**src/axi_mem_pkg.sv**
```systemverilog
package axi_mem_pkg;

  // ************************************************************
  // Widths and sizes
  // ************************************************************
  localparam int ID_W        = 4;
  localparam int ADDR_W      = 16;
  localparam int DATA_W      = 32;
  localparam int STRB_W      = DATA_W / 8;
  localparam int LEN_W       = 8;
  localparam int MEM_ELS     = 256;
  localparam int IDX_W       = $clog2(MEM_ELS);
  localparam int BYTE_OFFS_W = $clog2(STRB_W);

  // ************************************************************
  // Latencies and fill pattern
  // ************************************************************
  localparam int WR_DELAY   = 2;
  localparam int RD_DELAY   = 2;
  localparam int WR_DLY_MAX = (WR_DELAY > 0) ? WR_DELAY - 1 : 0;
  localparam int RD_DLY_MAX = (RD_DELAY > 0) ? RD_DELAY - 1 : 0;
  // One spare bit keeps both counters at least one bit wide
  localparam int WR_DLY_W   = $clog2(WR_DELAY + 2);
  localparam int RD_DLY_W   = $clog2(RD_DELAY + 2);

  // Write beat queue
  localparam int FIFO_DEPTH = WR_DELAY + 1;
  localparam int FIFO_PTR_W = (FIFO_DEPTH > 1) ? $clog2(FIFO_DEPTH) : 1;
  localparam int FIFO_CNT_W = $clog2(FIFO_DEPTH + 1);

  localparam logic [DATA_W-1:0] INIT_DATA = 32'hdeadbeef;
  localparam logic [1:0]        RESP_OKAY = 2'b00;

  // ************************************************************
  // Channel types
  // ************************************************************
  typedef enum logic [1:0] {
    BURST_FIXED = 2'd0,
    BURST_INCR  = 2'd1,
    BURST_WRAP  = 2'd2
  } burst_e;

  // Shared by AW and AR, len is beat count minus 1
  typedef struct packed {
    logic [ID_W-1:0]   id;
    logic [ADDR_W-1:0] addr;
    logic [LEN_W-1:0]  len;
    burst_e            burst;
  } ax_req_t;

  typedef struct packed {
    logic [DATA_W-1:0] data;
    logic [STRB_W-1:0] strb;
  } w_beat_t;

  typedef struct packed {
    logic [ID_W-1:0] id;
    logic [1:0]      resp;
  } b_resp_t;

  typedef struct packed {
    logic [ID_W-1:0]   id;
    logic [DATA_W-1:0] data;
    logic [1:0]        resp;
    logic              last;
  } r_beat_t;

endpackage
```
**src/axi_mem_wr_chan.sv**
```systemverilog
`timescale 1ns/1ps

module axi_mem_wr_chan (
  input  logic                            clk_i,
  input  logic                            reset_i,
  input  axi_mem_pkg::ax_req_t            aw_i,
  input  logic                            aw_valid_i,
  output logic                            aw_ready_o,
  input  axi_mem_pkg::w_beat_t            wq_i,
  input  logic                            wq_valid_i,
  output logic                            wq_ready_o,
  input  logic [axi_mem_pkg::ADDR_W-1:0]  beat_addr_i,
  output axi_mem_pkg::ax_req_t            req_o,
  output logic [axi_mem_pkg::LEN_W-1:0]   beat_o,
  output axi_mem_pkg::b_resp_t            b_o,
  output logic                            b_valid_o,
  input  logic                            b_ready_i,
  output logic                            ram_we_o,
  output logic [axi_mem_pkg::IDX_W-1:0]   ram_idx_o,
  output logic [axi_mem_pkg::STRB_W-1:0]  ram_strb_o,
  output logic [axi_mem_pkg::DATA_W-1:0]  ram_data_o
);
  import axi_mem_pkg::*;

  typedef enum logic [1:0] {
    WR_RESET,
    WR_WAIT_ADDR,
    WR_WAIT_DATA,
    WR_RESP
  } wr_state_e;

  wr_state_e           state_r;
  wr_state_e           state_n;
  ax_req_t             req_r;
  logic [LEN_W-1:0]    beat_r;
  logic [WR_DLY_W-1:0] dly_r;
  logic                dly_done;
  logic                aw_fire;
  logic                pop;

  assign dly_done   = (dly_r == WR_DLY_W'(WR_DLY_MAX));
  assign aw_ready_o = (state_r == WR_WAIT_ADDR);
  assign aw_fire    = aw_valid_i && aw_ready_o;
  // Queue drains one beat per cycle once the delay has run out
  assign wq_ready_o = (state_r == WR_WAIT_DATA) && dly_done;
  assign pop        = wq_valid_i && wq_ready_o;

  assign req_o  = req_r;
  assign beat_o = beat_r;

  assign ram_we_o   = pop;
  assign ram_idx_o  = beat_addr_i[BYTE_OFFS_W +: IDX_W];
  assign ram_strb_o = wq_i.strb;
  assign ram_data_o = wq_i.data;

  assign b_valid_o = (state_r == WR_RESP);
  assign b_o.id    = req_r.id;
  assign b_o.resp  = RESP_OKAY;

  always_comb begin
    state_n = state_r;
    case (state_r)
      WR_RESET: begin
        state_n = WR_WAIT_ADDR;
      end
      WR_WAIT_ADDR: begin
        if (aw_valid_i) begin
          state_n = WR_WAIT_DATA;
        end
      end
      WR_WAIT_DATA: begin
        if (pop && (beat_r == req_r.len)) begin
          state_n = WR_RESP;
        end
      end
      WR_RESP: begin
        if (b_ready_i) begin
          state_n = WR_WAIT_ADDR;
        end
      end
      default: begin
        state_n = WR_RESET;
      end
    endcase
  end

  always_ff @(posedge clk_i) begin
    if (reset_i) begin
      state_r <= WR_RESET;
      beat_r  <= '0;
      dly_r   <= '0;
    end else begin
      state_r <= state_n;
      if (aw_fire) begin
        beat_r <= '0;
      end else if (pop) begin
        beat_r <= beat_r + 1'b1;
      end
      // Cleared while idle, saturating count once a burst is open
      if (state_r == WR_WAIT_ADDR) begin
        dly_r <= '0;
      end else if ((state_r == WR_WAIT_DATA) && !dly_done) begin
        dly_r <= dly_r + 1'b1;
      end
    end
  end

  always_ff @(posedge clk_i) begin
    if (aw_fire) begin
      req_r <= aw_i;
    end
  end

  a_b_hold: assert property (@(posedge clk_i) disable iff (reset_i)
    b_valid_o && !b_ready_i |=> b_valid_o && $stable(b_o))
    else $error("B response withdrawn before b_ready_i");

endmodule

```
**config.mk**
```make
export PLATFORM = sky130hd
export DESIGN_NAME = axi_mem_wr_chan
export DESIGN_NICKNAME = d
export VERILOG_FILES = /design/src/axi_mem_pkg.sv /design/src/axi_mem_wr_chan.sv
export SDC_FILE = /design/constraint.sdc
export NUM_CORES = 1
export LEC_CHECK = 0
export ABC_CLOCK_PERIOD_IN_PS = 2100
export BUFFER_PORTS_ARGS = -buffer_cell sky130_fd_sc_hd__buf_2
export CAP_MARGIN = 0
export CELL_PAD_IN_SITES_DETAIL_PLACEMENT = 1
export CELL_PAD_IN_SITES_GLOBAL_PLACEMENT = 1
export CORE_ASPECT_RATIO = 1.5
export CORE_MARGIN = 5
export CORE_UTILIZATION = 24
export CTS_CLUSTER_SIZE = 30
export DETAILED_ROUTE_END_ITERATION = 8
export PLACE_DENSITY_LB_ADDON = 0.1
export SYNTH_ARGS = -nofsm -noshare
export SYNTH_HDL_FRONTEND = slang
export SYNTH_SLANG_ARGS = --single-unit
```
**constraint.sdc**
```tcl
create_clock -name clk_i -period 2.1 [get_ports clk_i]
set_input_delay 0.105 -clock clk_i [delete_from_list [all_inputs] [get_ports clk_i]]
set_output_delay 0.105 -clock clk_i [all_outputs]
set_load 0.02 [all_outputs]
```
==> summary.txt <==
Count leader, synth = buf_4
Worst-Skew Late Latency = 0.28 ns
Yosys top cell area share = 45.17%
Die area = 0.01027 sq mm
Max clock buf depth = 2
Crit Path Max Fanout = 7
Top cells by area, synth = edfxtp_1 (45%), buf_4 (19%), dfxtp_1 (12%), xor2_1 (4.8%), ha_1 (3.8%)
Tcrit/Tclk final = 80.76%
H-tree depth = 2
Post-DP HPWL = 3.880 mm
Final #Nets = 318
Clock transition at path regs = 0.06 ns
Routed WL per cell = 15.63 um
Hold Path Class = in -> reg
Crit-path max cell delay = 0.41 ns
Switching Fraction = 29.80%
WP data required = 2.29 ns
First-pass GRT wire length = 8.190 mm
Endpoints failing hold = 0
# rows = 40
RSZ-0062 raised after global routing = no
Maximum VDD drop = 0.0004763 V
Synthesized area = 0.001994 sq mm
Synthesized instance count = 159
Placer Congestion = 0.6582
Crit-path cells = inv_1, ha_1, nand3_2, nor4_2, a311oi_1, a211oi_1
Antenna violations before repair = 0
DR WL met2 = 2.683 mm
Setup TNS = 0 ns
Port bufs = 80
CTS tree = yes
CP Capture Type = flop
Largest net degree at the start of global routing = 31
Max layer used = met4
Critical path class = reg -> reg
Starting DRT DRC Count = 23
Combinational power share = 24.4%
Final ANT Viol Nets = 0
Detailed-route via count = 1385
Core Area = 0.008058 sq mm
TritonCTS Buffers = 5
GRT Util Overall = 9.938%
Seq cells post-synth = 42
Post-synth top cells = buf_4 (50), edfxtp_1 (30), dfxtp_1 (12), xor2_1 (11), nor2_1 (7)
Internal power = 0.001685 W
Syn Area/Cell = 12.54 sq um
Layout Cells excl Fill = 331
Io pins = 179
DR pass1 iterations = 4
Switching Power = 0.0007155 W
Count of different cell masters after synthesis = 28
Worst Skew = 0.003607 ns
Clock Sinks = 42
Crit-path slowest cell = nor4_2
Grt ovf = 0
Max-cap violations = 0
Metal3 WL = 694 um
Final setup vio count = 0
Die Y = 121.6 um
# DRC = 0
Period minus WS final = 1.696 ns
Final WL = 5.175 mm
CTS root buffer = clkbuf_16
Initial Util = 24.75%
Highest clock rate = 589.6 MHz
PwrDens = 931.4 mW/mm^2
Vias in the first global route = 1627
Sequential Power Share = 45.2%
Async SR Flop Fraction = 0%
Seq/Total Area, Yosys = 57.21%
Max Slew Vio Count = 0
CP Launch Type = flop
Largest area contributor in the netlist = edfxtp_1
Status = finished clean
Via density = 4.184
DRT met1 WL = 1.706 mm
Placed cell count = 295
Synth warn = 0
Layout cells sized above 1 = 40.71%
Area grow syn2layout = 29.23%
Ant diodes = 0
EDFF count, synth = 30
Die span in x = 84.43 um
Static leakage = 1.090 nW
Clock share of power = 30.5%
Crit path DAT = 1.89 ns
Predominant post-synthesis flop cell = edfxtp_1
[state kept, by name, summed over array words and instances, names as in the netlist]
register and count:
b_o 4, state_r 2, req_o 26, dly_r 2, beat_o 8
[power by group through the flow]
stage,sequential [W],combinational [W],clock [W]
floorplan,0.00120,0.000391,0
global placement,0.00110,0.000541,0
detailed placement,0.00110,0.000559,0
CTS,0.00109,0.000600,0.000762
global route,0.00110,0.000642,0.000797
finish,0.00108,0.000585,0.000731
[area by class of cell]
type                    count  area [sq um]
multi-input cells          63         464.2
flip-flops and latches     42          1141
fillers                   876          5480
inverters                   4         15.01
repair buffers            109         688.2
clock buffers               6         128.9
well taps                 105         131.4
clock inverters             2         8.758
[logic make-up (layout without fill, tap and decap cells)]
| family | after synthesis | in the layout | synth area share, % |
|---|---|---|---|
| compound gates | 9 | 9 | 3.262 |
| fa+ha+maj | 6 | 6 | 3.764 |
| simple gates | 31 | 31 | 9.222 |
| xor+xnor | 15 | 15 | 6.587 |
| buf+inv | 55 | 121 | 19.76 |
| other cells | 1 | 2 | 0.1880 |
| flops | 42 | 42 | 57.21 |
[worst max-delay path: cells and delay by family (launching register included)]
family | cells | cell delay [ns]
compound gates | 2 | 0.37
buf+inv | 1 | 0.07
simple gates | 2 | 0.60
flops | 1 | 0.35
fa+ha+maj | 1 | 0.22
[what timing repair did]
item                                   4_1_cts  5_1_grt
endpoints found under the hold margin       26        2
hold buffers                                26        2
gates resized for setup                      0        0
buffers inserted                             0        0
[layout by cell type (no fill, tap or decap), types with 2 or more instances in the layout]
| cell type | synthesis | routed |
|---|---|---|
| nand4_1 | 3 | 3 |
| nor3_1 | 5 | 5 |
| edfxtp_1 | 30 | 30 |
| buf_2 | 0 | 80 |
| a311oi_1 | 2 | 2 |
| inv_1 | 4 | 4 |
| xor2_1 | 11 | 11 |
| nor2_1 | 7 | 7 |
| a21oi_1 | 2 | 2 |
| nand2_1 | 4 | 4 |
| conb_1 | 1 | 2 |
| dfxtp_1 | 12 | 12 |
| nor2b_1 | 3 | 3 |
| xnor2_1 | 4 | 4 |
| dlygate4sd3_1 | 0 | 28 |
| clkbuf_16 | 0 | 5 |
| ha_1 | 6 | 6 |
| a211oi_1 | 2 | 2 |
[per-layer routing]
metal  up-vias  GRT usage (%)
li1        624              -
met1       638          9.564
met2       105          17.19
met3        18          5.954
met4         0          4.059
met5         -              0
[metrics by stage]
stage          area, sq um  total power (W)  util (%)  hold WS (ns)  worst slack [ns]
2_1_floorplan         1999         0.001588         -        0.1778            0.2545
3_3_place_gp          2160         0.001640     26.80        0.2101            0.4431
3_5_place_dp          2160         0.001662     26.80        0.2101            0.3785
4_1_cts               2557         0.002450     31.74     0.0002908            0.3569
5_1_grt               2577         0.002540     31.99      0.003356            0.2456
6_report              2577         0.002401     31.99       0.01021            0.4040
[worst paths after layout]
check                   from  slack, ns  depth (start not counted)         end
setup / recovery  state_r[0]       0.40                          6  state_r[0]
setup reg to reg  state_r[0]       0.40                          6  state_r[0]
hold reg to reg     dly_r[1]       0.53                          2    dly_r[1]
hold / removal      aw_i[14]       0.01                          1   req_o[14]
(Power assumes the default switching activity.)
