## src/axi_mem_pkg.sv

```systemverilog
package axi_mem_pkg;

  // ************************************************************
  // Widths and sizes
  // ************************************************************
  localparam int ID_W        = 4;
  localparam int ADDR_W      = 16;
  localparam int DATA_W      = 32;
  localparam int STRB_W      = DATA_W / 8;
  localparam int LEN_W       = 8;
  localparam int MEM_ELS     = 256;
  localparam int IDX_W       = $clog2(MEM_ELS);
  localparam int BYTE_OFFS_W = $clog2(STRB_W);

  // ************************************************************
  // Latencies and fill pattern
  // ************************************************************
  localparam int WR_DELAY   = 2;
  localparam int RD_DELAY   = 2;
  localparam int WR_DLY_MAX = (WR_DELAY > 0) ? WR_DELAY - 1 : 0;
  localparam int RD_DLY_MAX = (RD_DELAY > 0) ? RD_DELAY - 1 : 0;
  // One spare bit keeps both counters at least one bit wide
  localparam int WR_DLY_W   = $clog2(WR_DELAY + 2);
  localparam int RD_DLY_W   = $clog2(RD_DELAY + 2);

  // Write beat queue
  localparam int FIFO_DEPTH = WR_DELAY + 1;
  localparam int FIFO_PTR_W = (FIFO_DEPTH > 1) ? $clog2(FIFO_DEPTH) : 1;
  localparam int FIFO_CNT_W = $clog2(FIFO_DEPTH + 1);

  localparam logic [DATA_W-1:0] INIT_DATA = 32'hdeadbeef;
  localparam logic [1:0]        RESP_OKAY = 2'b00;

  // ************************************************************
  // Channel types
  // ************************************************************
  typedef enum logic [1:0] {
    BURST_FIXED = 2'd0,
    BURST_INCR  = 2'd1,
    BURST_WRAP  = 2'd2
  } burst_e;

  // Shared by AW and AR, len is beat count minus 1
  typedef struct packed {
    logic [ID_W-1:0]   id;
    logic [ADDR_W-1:0] addr;
    logic [LEN_W-1:0]  len;
    burst_e            burst;
  } ax_req_t;

  typedef struct packed {
    logic [DATA_W-1:0] data;
    logic [STRB_W-1:0] strb;
  } w_beat_t;

  typedef struct packed {
    logic [ID_W-1:0] id;
    logic [1:0]      resp;
  } b_resp_t;

  typedef struct packed {
    logic [ID_W-1:0]   id;
    logic [DATA_W-1:0] data;
    logic [1:0]        resp;
    logic              last;
  } r_beat_t;

endpackage
```

## src/axi_mem_rd_chan.sv

```systemverilog
`timescale 1ns/1ps

module axi_mem_rd_chan (
  input  logic                            clk_i,
  input  logic                            reset_i,
  input  axi_mem_pkg::ax_req_t            ar_i,
  input  logic                            ar_valid_i,
  output logic                            ar_ready_o,
  input  logic [axi_mem_pkg::ADDR_W-1:0]  beat_addr_i,
  output axi_mem_pkg::ax_req_t            req_o,
  output logic [axi_mem_pkg::LEN_W-1:0]   beat_o,
  output logic [axi_mem_pkg::IDX_W-1:0]   ram_idx_o,
  input  logic [axi_mem_pkg::DATA_W-1:0]  ram_data_i,
  output axi_mem_pkg::r_beat_t            r_o,
  output logic                            r_valid_o,
  input  logic                            r_ready_i
);
  import axi_mem_pkg::*;

  typedef enum logic [1:0] {
    RD_RESET,
    RD_WAIT_ADDR,
    RD_DELAY,
    RD_SEND
  } rd_state_e;

  rd_state_e           state_r;
  rd_state_e           state_n;
  ax_req_t             req_r;
  logic [LEN_W-1:0]    beat_r;
  logic [RD_DLY_W-1:0] dly_r;
  logic                ar_fire;
  logic                r_fire;
  logic                last_beat;

  assign ar_ready_o = (state_r == RD_WAIT_ADDR);
  assign ar_fire    = ar_valid_i && ar_ready_o;
  assign r_valid_o  = (state_r == RD_SEND);
  assign r_fire     = r_valid_o && r_ready_i;
  assign last_beat  = (beat_r == req_r.len);

  assign req_o     = req_r;
  assign beat_o    = beat_r;
  assign ram_idx_o = beat_addr_i[BYTE_OFFS_W +: IDX_W];

  assign r_o.id   = req_r.id;
  assign r_o.data = ram_data_i;
  assign r_o.resp = RESP_OKAY;
  assign r_o.last = last_beat;

  always_comb begin
    state_n = state_r;
    case (state_r)
      RD_RESET: begin
        state_n = RD_WAIT_ADDR;
      end
      RD_WAIT_ADDR: begin
        if (ar_valid_i) begin
          state_n = (RD_DELAY == 0) ? RD_SEND : RD_DELAY;
        end
      end
      RD_DELAY: begin
        if (dly_r == RD_DLY_W'(RD_DLY_MAX)) begin
          state_n = RD_SEND;
        end
      end
      RD_SEND: begin
        if (r_fire && last_beat) begin
          state_n = RD_WAIT_ADDR;
        end
      end
      default: begin
        state_n = RD_RESET;
      end
    endcase
  end

  always_ff @(posedge clk_i) begin
    if (reset_i) begin
      state_r <= RD_RESET;
      beat_r  <= '0;
      dly_r   <= '0;
    end else begin
      state_r <= state_n;
      // Beat only moves on a transfer, so a stall holds address and data
      if (ar_fire) begin
        beat_r <= '0;
      end else if (r_fire) begin
        beat_r <= beat_r + 1'b1;
      end
      if (state_r == RD_DELAY) begin
        dly_r <= dly_r + 1'b1;
      end else begin
        dly_r <= '0;
      end
    end
  end

  always_ff @(posedge clk_i) begin
    if (ar_fire) begin
      req_r <= ar_i;
    end
  end

  a_r_stable: assert property (@(posedge clk_i) disable iff (reset_i)
    r_valid_o && !r_ready_i |=> r_valid_o && $stable(r_o))
    else $error("R beat changed while stalled");

endmodule

```

## config.mk

```make
export PLATFORM = sky130hd
export DESIGN_NAME = axi_mem_rd_chan
export DESIGN_NICKNAME = d
export VERILOG_FILES = /design/src/axi_mem_pkg.sv /design/src/axi_mem_rd_chan.sv
export SDC_FILE = /design/constraint.sdc
export NUM_CORES = 1
export LEC_CHECK = 0
export BUFFER_PORTS_ARGS = -buffer_cell sky130_fd_sc_hd__buf_2
export CORE_MARGIN = 2
export CORE_UTILIZATION = 34
export DETAILED_ROUTE_END_ITERATION = 16
export PLACE_DENSITY_LB_ADDON = 0.12
export SLEW_MARGIN = 25
export SYNTH_ARGS = -nofsm -noshare
export SYNTH_HDL_FRONTEND = slang
export SYNTH_SLANG_ARGS = --single-unit
```

## constraint.sdc

```tcl
create_clock -name clk_i -period 1.9 [get_ports clk_i]
set_input_delay 0.095 -clock clk_i [delete_from_list [all_inputs] [get_ports clk_i]]
set_output_delay 0.095 -clock clk_i [all_outputs]
set_load 0.05 [all_outputs]
```

==> summary.txt <==
Yosys
  • FF+latch count, synth: 42
  • Synth top area cells: edfxtp_1 46%, buf_4 18%, dfxtp_1 12%
  • Async set-reset flop share out of synthesis: 0%
  • Post-synth EDFFs: 30
  • Mux share of post-synthesis cell area: 0.5135%
  • Synthesized instance count: 151
  • Synth area leader: edfxtp_1
  • Netlist Area Pre-Place: 1949 µm²
  • Seq/Total Area, Yosys: 58.54%
  • Simple-Gate Fraction of Synth Area: 8.986%
  • Syn_area_per_cell: 12.91 µm²
  • Top-area cell type share of the netlist area: 46.21%
  • Synth Area in Compound Gates: 2.118%
  • Top-count cell post-synth: buf_4
  • Most frequent cells after synthesis: 47 x buf_4, 30 x edfxtp_1, 14 x xor2_1
  • Xor and xnor area share after synthesis: between 6 and 7%
  • Synth Warn #: 0
  • Main combinational cell family by area after synthesis: buffers and inverters
  • Top_reg_cell synth: edfxtp_1
  • Synth Area in Adders: 3.851%
  • Post-synth cell types: 26

Power
  • Psw: ~1000 µW
  • Seq pwr share: a little over two fifths
  • Comb power frac: 32.6%
  • Clock power frac: 24.8%
  • Power per cell area: around 1100 nW/µm²
  • Lkg Pwr: 0.001099 µW
  • Switching Share: between 30% and 40%
  • Pint: 1779 µW
  • Max IR drop VDD: 0.5066 mV

Placement
  • Dpl ws: 198.0 ps
  • Post-DP HPWL: approximately 3200 µm
  • Port buffer count: 78
  • Final GP Congestion: 0.7087

Cells and area
  • Final core occ: a little under half
  • Multi-input gate area: around 450 µm²
  • Share of cells above drive strength 1: 41.26%
  • Filler cells: ~500
  • ANT cells: 0
  • Area Overhead vs Synth: 29.78%
  • Reg area: 1141 µm²
  • Nets: 310

Detailed routing
  • DRT iter0 DRCs: 59
  • Routed vias/inst: 4.403
  • Final Routed Wirelength: about 4400 µm
  • DRC violations left: 0
  • Final antenna-violating net count: 0
  • DR pass1 iterations: 2
  • DR vias: 1299
  • Routed len/inst: 14.85 µm

Critical path
  • Worst setup endpoint: r_o[0]
  • R2r setup slk: 220 ps
  • Crit path capture type: output port
  • Crit Path Max Fanout: 4
  • Worst r2r dst: state_r[0]$_SDFFE_PP0P_
  • Reg-to-Reg Start: state_r[1]$_SDFFE_PP0P_
  • Kind of critical path: reg -> out
  • CP startpoint kind: flip-flop
  • CP Launch Point: req_o[8]$_DFFE_PP_
  • CP required: 1800 ps
  • Cells on worst reg2reg path: 6
  • Arrival @ worst endpoint: approximately 1700 ps

Die
  • Die area: 6355 µm²
  • Row cnt: 27
  • Core area: between 5000 and 6000 µm²
  • Die W: around 80 µm
  • Starting density of the core: between 30% and 40%
  • I/O pin count: 169
  • Chip Height: between 70 and 80 µm

Clocking
  • CTS max path bufs: 2
  • CTS H-tree depth: 2
  • Clock buffer count from CTS: 5
  • Clock Tree Root: clkbuf_8
  • Setup Fix Bufs, Post-CTS: 0
  • Clk pin slew, worst setup/hold paths: 80 ps
  • Clock Latency Late Sink: 290 ps
  • Sink Count: 42
  • CTS tree: built

GRT
  • Vias in the first global route: 1343
  • GR Overflow Total: 0
  • Gr usage total: 14.04%
  • Largest net degree at the start of global routing: 24
  • Initial antenna violation count: 0
  • First-pass GRT wire length: approximately 6600 µm

Timing
  • Max-slew violation count: 0
  • Final-report setup violation count: 0
  • Unrepaired setup endpoints after global routing: no
  • Final min period: 1761 ps
  • Final Hold Viols: 0
  • Worst Skew: 2.897 ps
  • Fmax: 567.9 MHz
  • Setup ws final: 139.0 ps
  • Final worst-path cycle share: 92.68%
  • Setup TNS: 0 ps

Run status
  • Status: finished, final reports clean

Min path
  • Worst hold path class: in -> out

Run
  • Max Cap Viol: 0
-- cells by family (layout without fill, tap and decap cells) --
kind of cell / after synthesis / after routing
adders and majority gates: 6 / 6
other: 1 / 2
xor gates and xnor gates: 15 / 15
and+or+nand+nor: 29 / 29
muxes: 1 / 1
buffers and inverters: 52 / 123
AOI/OAI and AO/OA: 5 / 5
DFF: 42 / 42
-- cell usage in the layout (no fill, tap or decap) --
cell | synthesis | routed
inv_1 | 3 | 3
a31o_1 | 1 | 1
nor4_4 | 1 | 2
buf_2 | 0 | 77
dfxtp_1 | 12 | 12
a211oi_1 | 2 | 2
and3_1 | 2 | 2
conb_1 | 1 | 2
nor3_1 | 1 | 1
nand2b_1 | 1 | 1
nand4_1 | 4 | 4
mux2i_1 | 1 | 1
nor2b_1 | 1 | 1
clkbuf_4 | 0 | 1
bufinv_16 | 0 | 1
clkbuf_8 | 0 | 5
and2b_2 | 1 | 1
ha_1 | 6 | 6
clkbuf_1 | 2 | 1
clkinvlp_4 | 0 | 1
or2_1 | 1 | 1
edfxtp_1 | 30 | 30
xor2_1 | 14 | 14
and2_1 | 3 | 2
dlygate4sd3_1 | 0 | 31
xnor2_1 | 1 | 1
a311oi_1 | 2 | 2
nor2_1 | 10 | 10
nor3b_1 | 1 | 1
nand2_1 | 2 | 2
and2_4 | 0 | 1
buf_4 | 47 | 3
-- final cells by class --
class                           count  area share [%]
Clock buffer                        6           2.868
Clock inverter                      2           1.484
Inverter                            3          0.4451
Multi-Input combinational cell     58           17.85
Sequential cell                    42           45.10
Tap cell                           72           3.561
Timing Repair Buffer              112           28.68
-- worst max-delay path: stages (launching register included) --
cell and delay [ps]:
edfxtp_1 400, xor2_1 180, nor4_4 390, and2_1 180, clkbuf_4 220
-- per-layer routing --
metal	wire (µm)	vias up	GRT usage, %	part of all wire [%]
li1	-	602	-	-
met1	1495	588	13.47	34
met2	2108	71	23.53	48
met3	477	38	5.882	11
met4	301	0	11.03	6.9
met5	0	-	0	0
-- state kept, by name, summed over array words and instances (netlist names) --
signal and cells:
r_o 4, req_o 26, state_r 2, beat_o 8, dly_r 2
-- timing repair --
| item | in CTS | in global routing |
|---|---|---|
| hold endpoints to repair | 31 | 0 |
| resized for setup | 1 | 1 |
| setup endpoints to repair | 1 | 1 |
| hold buffers | 31 | 0 |
-- power by group through the flow --
stage	sequential [µW]	combinational, µW	clock [µW]
2_1_floorplan	1540	581	0
3_3_place_gp	1210	860	0
3_5_place_dp	1220	871	0
4_1_cts	1200	928	728
5_1_grt	1220	980	757
6_report	1200	919	698
-- how the worst min path moves through the flow --
stage / start / end / depth (start not counted)
after floorplan: reset_i / state_r[0]$_SDFFE_PP0P_ / 1
final: ram_data_i[31] / r_o[34] / 0
after global routing: ram_data_i[31] / r_o[34] / 0
after detailed placement: ram_data_i[14] / r_o[17] / 0
after global placement: ram_data_i[14] / r_o[17] / 0
after CTS: ram_data_i[14] / r_o[17] / 0
-- through the flow --
stage	power (µW)	cell area [µm²]	cells	hold slack, ps
finish	2815	2530	295	190.0
global route	2953	2530	295	190.1
CTS	2855	2527	295	190.3
detailed placement	2090	2098	256	190.3
global placement	2072	2098	256	190.3
floorplan	2119	1956	152	167.8
No activity file was read; power rests on OpenSTA's default activity.
