$ cat config.mk
export PLATFORM = sky130hd
export DESIGN_NAME = axi_mem_burst_addr
export DESIGN_NICKNAME = d
export VERILOG_FILES = /design/src/axi_mem_pkg.sv /design/src/axi_mem_burst_addr.sv
export SDC_FILE = /design/constraint.sdc
export NUM_CORES = 1
export LEC_CHECK = 0
export ABC_AREA = 0
export ABC_CLOCK_PERIOD_IN_PS = 6700
export BUFFER_PORTS_ARGS = -buffer_cell sky130_fd_sc_hd__buf_2
export CORE_ASPECT_RATIO = 0.7
export CORE_UTILIZATION = 28
export DETAILED_ROUTE_END_ITERATION = 10
export MAX_ROUTING_LAYER = met4
export PLACE_DENSITY = 0.56
export SYNTH_ARGS = -nofsm -noshare
export SYNTH_HDL_FRONTEND = slang
export SYNTH_SLANG_ARGS = --single-unit
$ cat constraint.sdc
create_clock -name vclk -period 6.7
set_clock_uncertainty 0.15 [all_clocks]
set_input_delay 2.01 -clock vclk [all_inputs]
set_output_delay 2.01 -clock vclk [all_outputs]
set_load 0.01 [all_outputs]
$ cat src/axi_mem_pkg.sv
package axi_mem_pkg;

  // ************************************************************
  // Widths and sizes
  // ************************************************************
  localparam int ID_W        = 4;
  localparam int ADDR_W      = 16;
  localparam int DATA_W      = 32;
  localparam int STRB_W      = DATA_W / 8;
  localparam int LEN_W       = 8;
  localparam int MEM_ELS     = 256;
  localparam int IDX_W       = $clog2(MEM_ELS);
  localparam int BYTE_OFFS_W = $clog2(STRB_W);

  // ************************************************************
  // Latencies and fill pattern
  // ************************************************************
  localparam int WR_DELAY   = 2;
  localparam int RD_DELAY   = 2;
  localparam int WR_DLY_MAX = (WR_DELAY > 0) ? WR_DELAY - 1 : 0;
  localparam int RD_DLY_MAX = (RD_DELAY > 0) ? RD_DELAY - 1 : 0;
  // One spare bit keeps both counters at least one bit wide
  localparam int WR_DLY_W   = $clog2(WR_DELAY + 2);
  localparam int RD_DLY_W   = $clog2(RD_DELAY + 2);

  // Write beat queue
  localparam int FIFO_DEPTH = WR_DELAY + 1;
  localparam int FIFO_PTR_W = (FIFO_DEPTH > 1) ? $clog2(FIFO_DEPTH) : 1;
  localparam int FIFO_CNT_W = $clog2(FIFO_DEPTH + 1);

  localparam logic [DATA_W-1:0] INIT_DATA = 32'hdeadbeef;
  localparam logic [1:0]        RESP_OKAY = 2'b00;

  // ************************************************************
  // Channel types
  // ************************************************************
  typedef enum logic [1:0] {
    BURST_FIXED = 2'd0,
    BURST_INCR  = 2'd1,
    BURST_WRAP  = 2'd2
  } burst_e;

  // Shared by AW and AR, len is beat count minus 1
  typedef struct packed {
    logic [ID_W-1:0]   id;
    logic [ADDR_W-1:0] addr;
    logic [LEN_W-1:0]  len;
    burst_e            burst;
  } ax_req_t;

  typedef struct packed {
    logic [DATA_W-1:0] data;
    logic [STRB_W-1:0] strb;
  } w_beat_t;

  typedef struct packed {
    logic [ID_W-1:0] id;
    logic [1:0]      resp;
  } b_resp_t;

  typedef struct packed {
    logic [ID_W-1:0]   id;
    logic [DATA_W-1:0] data;
    logic [1:0]        resp;
    logic              last;
  } r_beat_t;

endpackage
$ cat src/axi_mem_burst_addr.sv
`timescale 1ns/1ps

module axi_mem_burst_addr (
  input  axi_mem_pkg::ax_req_t            req_i,
  input  logic [axi_mem_pkg::LEN_W-1:0]   beat_i,
  output logic [axi_mem_pkg::ADDR_W-1:0]  addr_o
);
  import axi_mem_pkg::*;

  logic [ADDR_W-1:0] beat_offs;
  logic [ADDR_W-1:0] incr_addr;
  logic [ADDR_W-1:0] wrap_bytes;
  logic [ADDR_W-1:0] wrap_mask;
  logic [ADDR_W-1:0] wrap_addr;

  assign beat_offs = ADDR_W'(beat_i) << BYTE_OFFS_W;
  assign incr_addr = req_i.addr + beat_offs;

  // Window is (len+1) beats wide and aligned to its own size
  assign wrap_bytes = (ADDR_W'(req_i.len) + 1'b1) << BYTE_OFFS_W;
  assign wrap_mask  = wrap_bytes - 1'b1;
  assign wrap_addr  = (req_i.addr & ~wrap_mask) | (incr_addr & wrap_mask);

  always_comb begin
    case (req_i.burst)
      BURST_INCR: begin
        addr_o = incr_addr;
      end
      BURST_WRAP: begin
        addr_o = wrap_addr;
      end
      default: begin
        addr_o = req_i.addr;
      end
    endcase
  end

  // No clock here, so the length rule is checked as the request settles
  always_comb begin
    if (req_i.burst == BURST_WRAP) begin
      a_wrap_len: assert (req_i.len inside {8'd1, 8'd3, 8'd7, 8'd15})
        else $error("WRAP burst with illegal len %0d", req_i.len);
    end
  end

endmodule

==> results of run 1 <==
per-layer routing:
metal	global-route usage, %	vias to the layer above	routed length [um]
met5	-	-	0
met4	0	0	0
met3	0.480	0	184
met2	23.1	39	1380
met1	23.9	627	1780
li1	-	715	-
synth_stat cells, types with 2 or more instances:
cell      instances  area (um^2)
nand2_1          16         60.1
xnor2_1          13          114
a21oi_1          11         55.1
ha_1             11          138
nor2_1           10         37.5
inv_1             9         33.8
o21ai_0           9         45.0
nand3_1           7         35.0
a21o_1            5         37.5
nor3_1            5         25.0
o22a_1            5         43.8
buf_6             4         45.0
clkbuf_1          4         15.0
mux2_2            4         45.0
xor2_1            4         35.0
nor4_1            3         18.8
o221ai_1          3         26.3
a222oi_1          2         20.0
a41oi_1           2         17.5
mux2i_1           2         20.0
nand4_1           2         12.5
nor2b_1           2         12.5
nor4b_2           2         30.0
stage by stage:
stage | power (mW) | util, % | hold slack (ps) | setup slack (ps) | instances
2_1_floorplan | 0.0828 | - | 3960 | 798 | 165
5_1_grt | 0.135 | 36.5 | 3870 | 88.7 | 259
3_5_place_dp | 0.120 | 36.5 | 3870 | 394 | 259
3_3_place_gp | 0.120 | 36.5 | 3870 | 403 | 259
4_1_cts | 0.121 | 36.5 | 3870 | 375 | 259
6_report | 0.121 | 36.5 | 3870 | 368 | 259
path summary, 6_finish.rpt:
path,end,from,slack (ps),cells past startpoint
setup / recovery,addr_o[14],req_i[12],370,11
hold / removal,addr_o[1],req_i[11],3870,0
power breakdown:
part           internal (mW)  switching, mW  leakage [nW]  total [mW]
Combinational         0.0545         0.0662         0.655       0.121
Sequential                 0              0             0           0
Clock                      0              0             0           0
Total                 0.0545         0.0662         0.655       0.121
layout make-up:
class                           instances  share of cell area (%)
Tap cell                               52                    4.41
Multi-Input combinational cell        147                    75.5
Inverter                                9                    2.29
Timing Repair Buffer                   51                    17.8
cell families after synthesis:
kind of cell               after synthesis  share of synthesized area, %
xor gates and xnor gates                17                          12.2
adders and majority gates               12                          13.0
and+or+nand+nor                         57                          27.0
AOI/OAI and AO/OA                       55                          34.2
buffers and inverters                   18                          8.33
muxes                                    6                          5.35
==> impl_metrics.tcl, run 1 <==
set metrics [dict create \
    status "finished clean" \
    multiInputGateArea_mm2 0.00111 \
    wire_per_inst_um 12.9 \
    fp-row-count 19 \
    fin_crit_sh_pct 94.5 \
    grt_overflow 0 \
    fmax_mhz 158 \
    tightest_slew_ps 464 \
    postCtsSetupBuffers 0 \
    p_leak_nw 0.655 \
    post_dp_cell_area_mm2 0.00148 \
    die_w_um 80.8 \
    crit_chain "buf_2, ha_1, fa_1, a21oi_1, o21ai_1, a41oi_1, buf_4, nor4b_1, nor3b_1, o22a_1, buf_2" \
    setup_viol 0 \
    slew_violations 0 \
    register_area_um2 0 \
    gp_congestion 0.809 \
    critPathLaunchType "primary input" \
    drc 0 \
    drt_iter0_drc 71 \
    crit_family "compound AO/OA/AOI/OAI gates" \
    worstSetupPathType "primary input to primary output" \
    vias 1381 \
    design.seq.count 0 \
    place_hpwl_um 2800 \
    cts_hold_buf 0 \
    core_area_mm2 0.00404 \
    dieArea_mm2 0.00462 \
    grt_setup_unrepaired "no" \
    synth_fp_nets 215 \
    postSynthAreaPerCell_um2 7.37 \
    cpPeakStageDelay_ps 420 \
    cpMaxStageDelayCell "nor4b_1" \
    cp_common_cell "buf_2" \
    first_global_vias 1303 \
    grt_pass1_wl_um 5680 \
    end_kind "primary output" \
    wirelength_um 3350 \
    synth.distinct_cells 53 \
    pin_count 54 \
    powerDensity_mw_per_mm2 81.8 \
    final_common_cell "buf_2" \
    fillers 447 \
    die_h_um 57.1 \
    critical_path_buf_inv_count 3 \
    drtAntennaViolNets 0 \
    yosys_warnings 0 \
    ir_drop_mv 0.0402 \
    port_buffers 48 \
    grt_max_degree 14 \
    drive_gt1_share_pct 31.4 \
    post_cts_resized 0 \
    max-slew-margin-rel_pct 68.9 \
    firstDrtPassIters 5 \
    area_delta_synth_final_pct 21.4 \
    antenna_found_initial 0 \
    diodes 0 \
    grt_usage_pct 15.3 \
    finalCriticalPeriod_ps 6330 \
    final_nets 259 \
    crit_fanout 6 \
    final_area_mm2 0.00148 \
    start_util_pct 30.1 \
    timing.final.hold_violations 0 \
    synth_cells 165 \
    hold_class "primary input to primary output" \
    synth.cell_area_mm2 0.00122 \
    cp.required_ps 4540 \
    drv_cap 0 \
    critPathArrivalTime_ps 4170 \
    nClkBuffers 0 \
    viasPerCell 5.33 \
    ys_seq_area_share_pct 0 \
    final_cell_mix "buf_2, nand2_1, xnor2_1" \
    tns_ps 0 \
]
(Power assumes the default switching activity.)
==> inputs of run 2 (changes only) <==
--- a/config.mk
+++ b/config.mk
@@ -9,10 +9,10 @@
 export ABC_CLOCK_PERIOD_IN_PS = 6700
 export BUFFER_PORTS_ARGS = -buffer_cell sky130_fd_sc_hd__buf_2
 export CORE_ASPECT_RATIO = 0.7
-export CORE_UTILIZATION = 28
+export CORE_UTILIZATION = 25
 export DETAILED_ROUTE_END_ITERATION = 10
 export MAX_ROUTING_LAYER = met4
-export PLACE_DENSITY = 0.56
+export PLACE_DENSITY = 0.52
 export SYNTH_ARGS = -nofsm -noshare
 export SYNTH_HDL_FRONTEND = slang
 export SYNTH_SLANG_ARGS = --single-unit
==> run 2 against run 1 <==
  * Via count is 0.87% higher
  * Cell count up 1.2%
  * Core utilization shrank 3.7 points
  * Flip-flop and latch count unchanged
  * Critical path type unchanged
==> impl_metrics.tcl, run 2 (synthesized netlist as in run 1, its figures left out) <==
set metrics [dict create \
    drive_gt1_share_pct 31.4 \
    drtAntennaViolNets 0 \
    whs_endpoint "addr_o[1]" \
    p_leak_nw 0.655 \
    dieArea_mm2 0.00515 \
    antenna_found_initial 0 \
    viasPerCell 5.32 \
    cp.required_ps 4540 \
    critPathLaunchType "primary input" \
    max-slew-margin-rel_pct 68.0 \
    fp-row-count 20 \
    worstSetupPathType "primary input to primary output" \
    hold_class "primary input to primary output" \
    final_area_mm2 0.00148 \
    pre_cts_ws_ps 379 \
    p_comb_share_pct 100.0 \
    final_common_cell "buf_2" \
    fin_crit_sh_pct 94.3 \
    pin_count 54 \
    nClkBuffers 0 \
    powerDensity_mw_per_mm2 82.4 \
    grt_pass1_wl_um 5980 \
    fin_ws_ps 379 \
    slew_violations 0 \
    grt_max_degree 18 \
    power.switching_uw 67.5 \
    port_buffers 48 \
    switching_share_pct 55.3 \
    wl_met2_um 1380 \
    grt_setup_unrepaired "no" \
    routed.top_layer "met3" \
    final_nets 259 \
    status "finished clean" \
    post_dp_cell_area_mm2 0.00148 \
    first_global_vias 1272 \
    hold_path_depth 0 \
    cts_hold_buf 0 \
    pwr-share-clk_pct 0 \
    timing.final.hold_violations 0 \
    setup_viol 0 \
    area_delta_synth_final_pct 21.7 \
    met1_length_um 2010 \
    end_kind "primary output" \
    core_area_mm2 0.00450 \
    grt_usage_pct 14.6 \
    seqPwrFrac_pct 0 \
    vias 1393 \
    post_cts_resized 0 \
    drt_iter0_drc 87 \
    wirelength_um 3560 \
    diodes 0 \
    register_area_um2 0 \
    tns_ps 0 \
    hold_path.startpoint "req_i[11]" \
    wire_per_inst_um 13.6 \
    grt_overflow 0 \
    firstDrtPassIters 6 \
    drc 0 \
    fmax_mhz 158 \
    tightest_slew_ps 481 \
    start_util_pct 27.0 \
    wl_met3_um 169 \
    die_w_um 85.4 \
    critPathArrivalTime_ps 4160 \
    p_int_uw 54.5 \
    ir_drop_mv 0.0425 \
    die_h_um 60.4 \
    gp_congestion 0.763 \
    design.seq.count 0 \
    place_hpwl_um 2970 \
    postCtsSetupBuffers 0 \
    crit_fanout 6 \
    finalCriticalPeriod_ps 6320 \
    drv_cap 0 \
    final_cell_mix "buf_2, nand2_1, xnor2_1" \
]
==> run 2: cell counts in the layout (fill, tap and decap cells not counted) <==
No cell type changed its count.
==> run 2: metrics by stage <==
stage                     hold WS (ps)  instances  total power [mW]  utilization [%]
after floorplan                   3960        165            0.0828                -
after global routing              3870        262             0.136             32.9
after CTS                         3870        262             0.122             32.9
final                             3870        262             0.122             32.9
after detailed placement          3870        262             0.122             32.9
after global placement            3870        262             0.122             32.9
==> run 2: worst max path at each step <==
stage,slack (ps),from,to,depth (start not counted)
2_1_floorplan,800,req_i[12],addr_o[14],8
3_3_place_gp,410,req_i[12],addr_o[14],11
3_5_place_dp,380,req_i[12],addr_o[14],11
4_1_cts,380,req_i[12],addr_o[14],11
5_1_grt,140,req_i[12],addr_o[14],11
6_report,380,req_i[12],addr_o[14],11
==> run 2: final cells by class <==
type | instances | area, um^2
tap | 55 | 68.8
multi-input combinational | 147 | 1110
fill | 505 | 3020
inverter | 9 | 33.8
timing repair buffer | 51 | 263
==> run 2: metal layers <==
metal | track usage, % | vias to the layer above
met5 | - | -
met4 | 0 | 0
met3 | 0.272 | 0
met2 | 21.0 | 44
met1 | 23.6 | 632
li1 | - | 717
==> run 2: power groups by stage <==
stage | sequential, mW | clock [mW] | combinational (mW)
5_1_grt | 0 | 0 | 0.136
2_1_floorplan | 0 | 0 | 0.0828
4_1_cts | 0 | 0 | 0.122
3_5_place_dp | 0 | 0 | 0.122
3_3_place_gp | 0 | 0 | 0.122
6_report | 0 | 0 | 0.122
==> run 2: worst max-delay path, stage by stage <==
cell and delay [ps]:
buf_2 110, ha_1 200, fa_1 220, a21oi_1 90
o21ai_1 230, a41oi_1 140, buf_4 180, nor4b_1 440
nor3b_1 240, o22a_1 160, buf_2 120
==> inputs of run 3 (changes only) <==
--- a/config.mk
+++ b/config.mk
@@ -5,14 +5,13 @@
 export SDC_FILE = /design/constraint.sdc
 export NUM_CORES = 1
 export LEC_CHECK = 0
-export ABC_AREA = 0
-export ABC_CLOCK_PERIOD_IN_PS = 6700
+export ABC_CLOCK_PERIOD_IN_PS = 5700
 export BUFFER_PORTS_ARGS = -buffer_cell sky130_fd_sc_hd__buf_2
 export CORE_ASPECT_RATIO = 0.7
-export CORE_UTILIZATION = 25
+export CORE_UTILIZATION = 46
 export DETAILED_ROUTE_END_ITERATION = 10
 export MAX_ROUTING_LAYER = met4
-export PLACE_DENSITY = 0.52
+export PLACE_DENSITY = 0.85
 export SYNTH_ARGS = -nofsm -noshare
 export SYNTH_HDL_FRONTEND = slang
 export SYNTH_SLANG_ARGS = --single-unit
==> constraint.sdc (replaced) <==
create_clock -name vclk -period 5.7
set_clock_uncertainty 0.15 [all_clocks]
set_input_delay 1.71 -clock vclk [all_inputs]
set_output_delay 1.71 -clock vclk [all_outputs]
set_load 0.01 [all_outputs]
==> run 3 against run 2 <==
  * Cell area increased by 1.4%
  * Die area down 45%
  * Setup slack worse by 280 ps
  * Core utilization rose by 28 points
  * Combinational power rose by 20%
  * Largest cell class unchanged
  * Largest power group unchanged
==> impl_metrics.tcl, run 3 (synthesized netlist as in run 1, its figures left out) <==
set metrics [dict create \
    antenna_found_initial 0 \
    ir_drop_mv 0.0493 \
    max-slew-margin-rel_pct 58.7 \
    tightest_slew_ps 619 \
    critical_path_buf_inv_count 3 \
    drt_iter0_drc 84 \
    place_hpwl_um 2600 \
    cpMaxStageDelayCell "fa_1" \
    fp-row-count 15 \
    final_nets 261 \
    vias 1393 \
    drv_cap 0 \
    cts_hold_buf 0 \
    cp_common_cell "buf_2" \
    whs_ps 3270 \
    diodes 0 \
    status "finished clean" \
    hold_class "primary input to primary output" \
    register_area_um2 0 \
    fillers 252 \
    viasPerCell 5.73 \
    grt_max_degree 19 \
    fin_crit_sh_pct 98.3 \
    pre_cts_ws_ps 53.9 \
    cp-endpoint "addr_o[12]" \
    fin_ws_ps 95.3 \
    drc 0 \
    port_buffers 48 \
    drtAntennaViolNets 0 \
    die_h_um 45.0 \
    start_util_pct 49.1 \
    firstDrtPassIters 7 \
    final_cell_mix "buf_2, nand2_1, xnor2_1" \
    end_kind "primary output" \
    wirelength_um 3210 \
    cpPeakStageDelay_ps 420 \
    hold_path.startpoint "req_i[11]" \
    grt_usage_pct 22.9 \
    drive_gt1_share_pct 34.0 \
    grt_setup_unrepaired "yes" \
    cp.depth 11 \
    grt_pass1_wl_um 5180 \
    critPathArrivalTime_ps 3740 \
    setup_viol 0 \
    gp_congestion 0.894 \
    design.seq.count 0 \
    powerDensity_mw_per_mm2 97.4 \
    area_delta_synth_final_pct 23.4 \
    fmax_mhz 178 \
    dp.cells 243 \
    first_global_vias 1166 \
    finalCriticalPeriod_ps 5600 \
    crit_family "compound AO/OA/AOI/OAI gates" \
    crit_fanout 3 \
    startpoint "req_i[12]" \
    dieArea_mm2 0.00286 \
    worstSetupPathType "primary input to primary output" \
    nClkBuffers 0 \
    cp.required_ps 3840 \
    timing.final.hold_violations 0 \
    crit_chain "buf_2, ha_1, fa_1, a21oi_2, o21ai_1, a41oi_2, buf_4, o21ai_0, a21oi_1, o22a_1, buf_2" \
    hold_path_depth 0 \
    die_w_um 63.5 \
    slew_violations 0 \
    grt_overflow 0 \
    pin_count 54 \
    postCtsSetupBuffers 0 \
    final_common_cell "buf_2" \
    core_area_mm2 0.00248 \
    wire_per_inst_um 13.2 \
    p_leak_nw 0.674 \
    fin_cells 243 \
    final_util_pct 60.6 \
    critPathLaunchType "primary input" \
    multiInputGateArea_mm2 0.00115 \
]
[run 3: changes by cell type in the layout (fill, tap and decap cells not counted), sizes merged]
cell and delta:
buf +2
[run 3: power breakdown]
| group | total (mW) | switching, mW | internal, mW |
|---|---|---|---|
| clock | 0 | 0 | 0 |
| combinational | 0.146 | 0.0799 | 0.0662 |
| sequential | 0 | 0 | 0 |
| total | 0.146 | 0.0799 | 0.0662 |
[run 3: worst min-delay path by stage]
stage                      to  slack (ps)
floorplan           addr_o[1]        3360
global placement    addr_o[1]        3270
detailed placement  addr_o[1]        3270
CTS                 addr_o[1]        3270
global route        addr_o[1]        3270
finish              addr_o[1]        3270
[run 3: through the flow]
step / cell area [um^2] / total power, mW / TNS, ps
finish: 1500 / 0.146 / 0
global route: 1500 / 0.160 / -44.8
CTS: 1470 / 0.141 / 0
detailed placement: 1470 / 0.140 / 0
global placement: 1470 / 0.138 / 0
floorplan: 1220 / 0.0973 / 0
[run 3: layer usage]
metal	track usage, %	wire [um]	share of wire (%)	up-vias
li1	-	-	-	723
met1	32.2	1600	50	630
met2	38.3	1460	45	40
met3	1.26	155	4.8	0
met4	0.909	0	0	0
met5	-	0	0	-
[run 3: final cells by class]
cell class,instances,share of cell area (%)
Tap cell,34,2.84
Inverter,9,2.25
Timing Repair Buffer,53,18.5
Multi-Input combinational cell,147,76.4
[run 3: timing repair]
action | 4_1_cts | 5_1_grt
resized for setup | 0 | 5
hold endpoints to repair | 0 | 0
endpoints found under the setup margin | 0 | 5
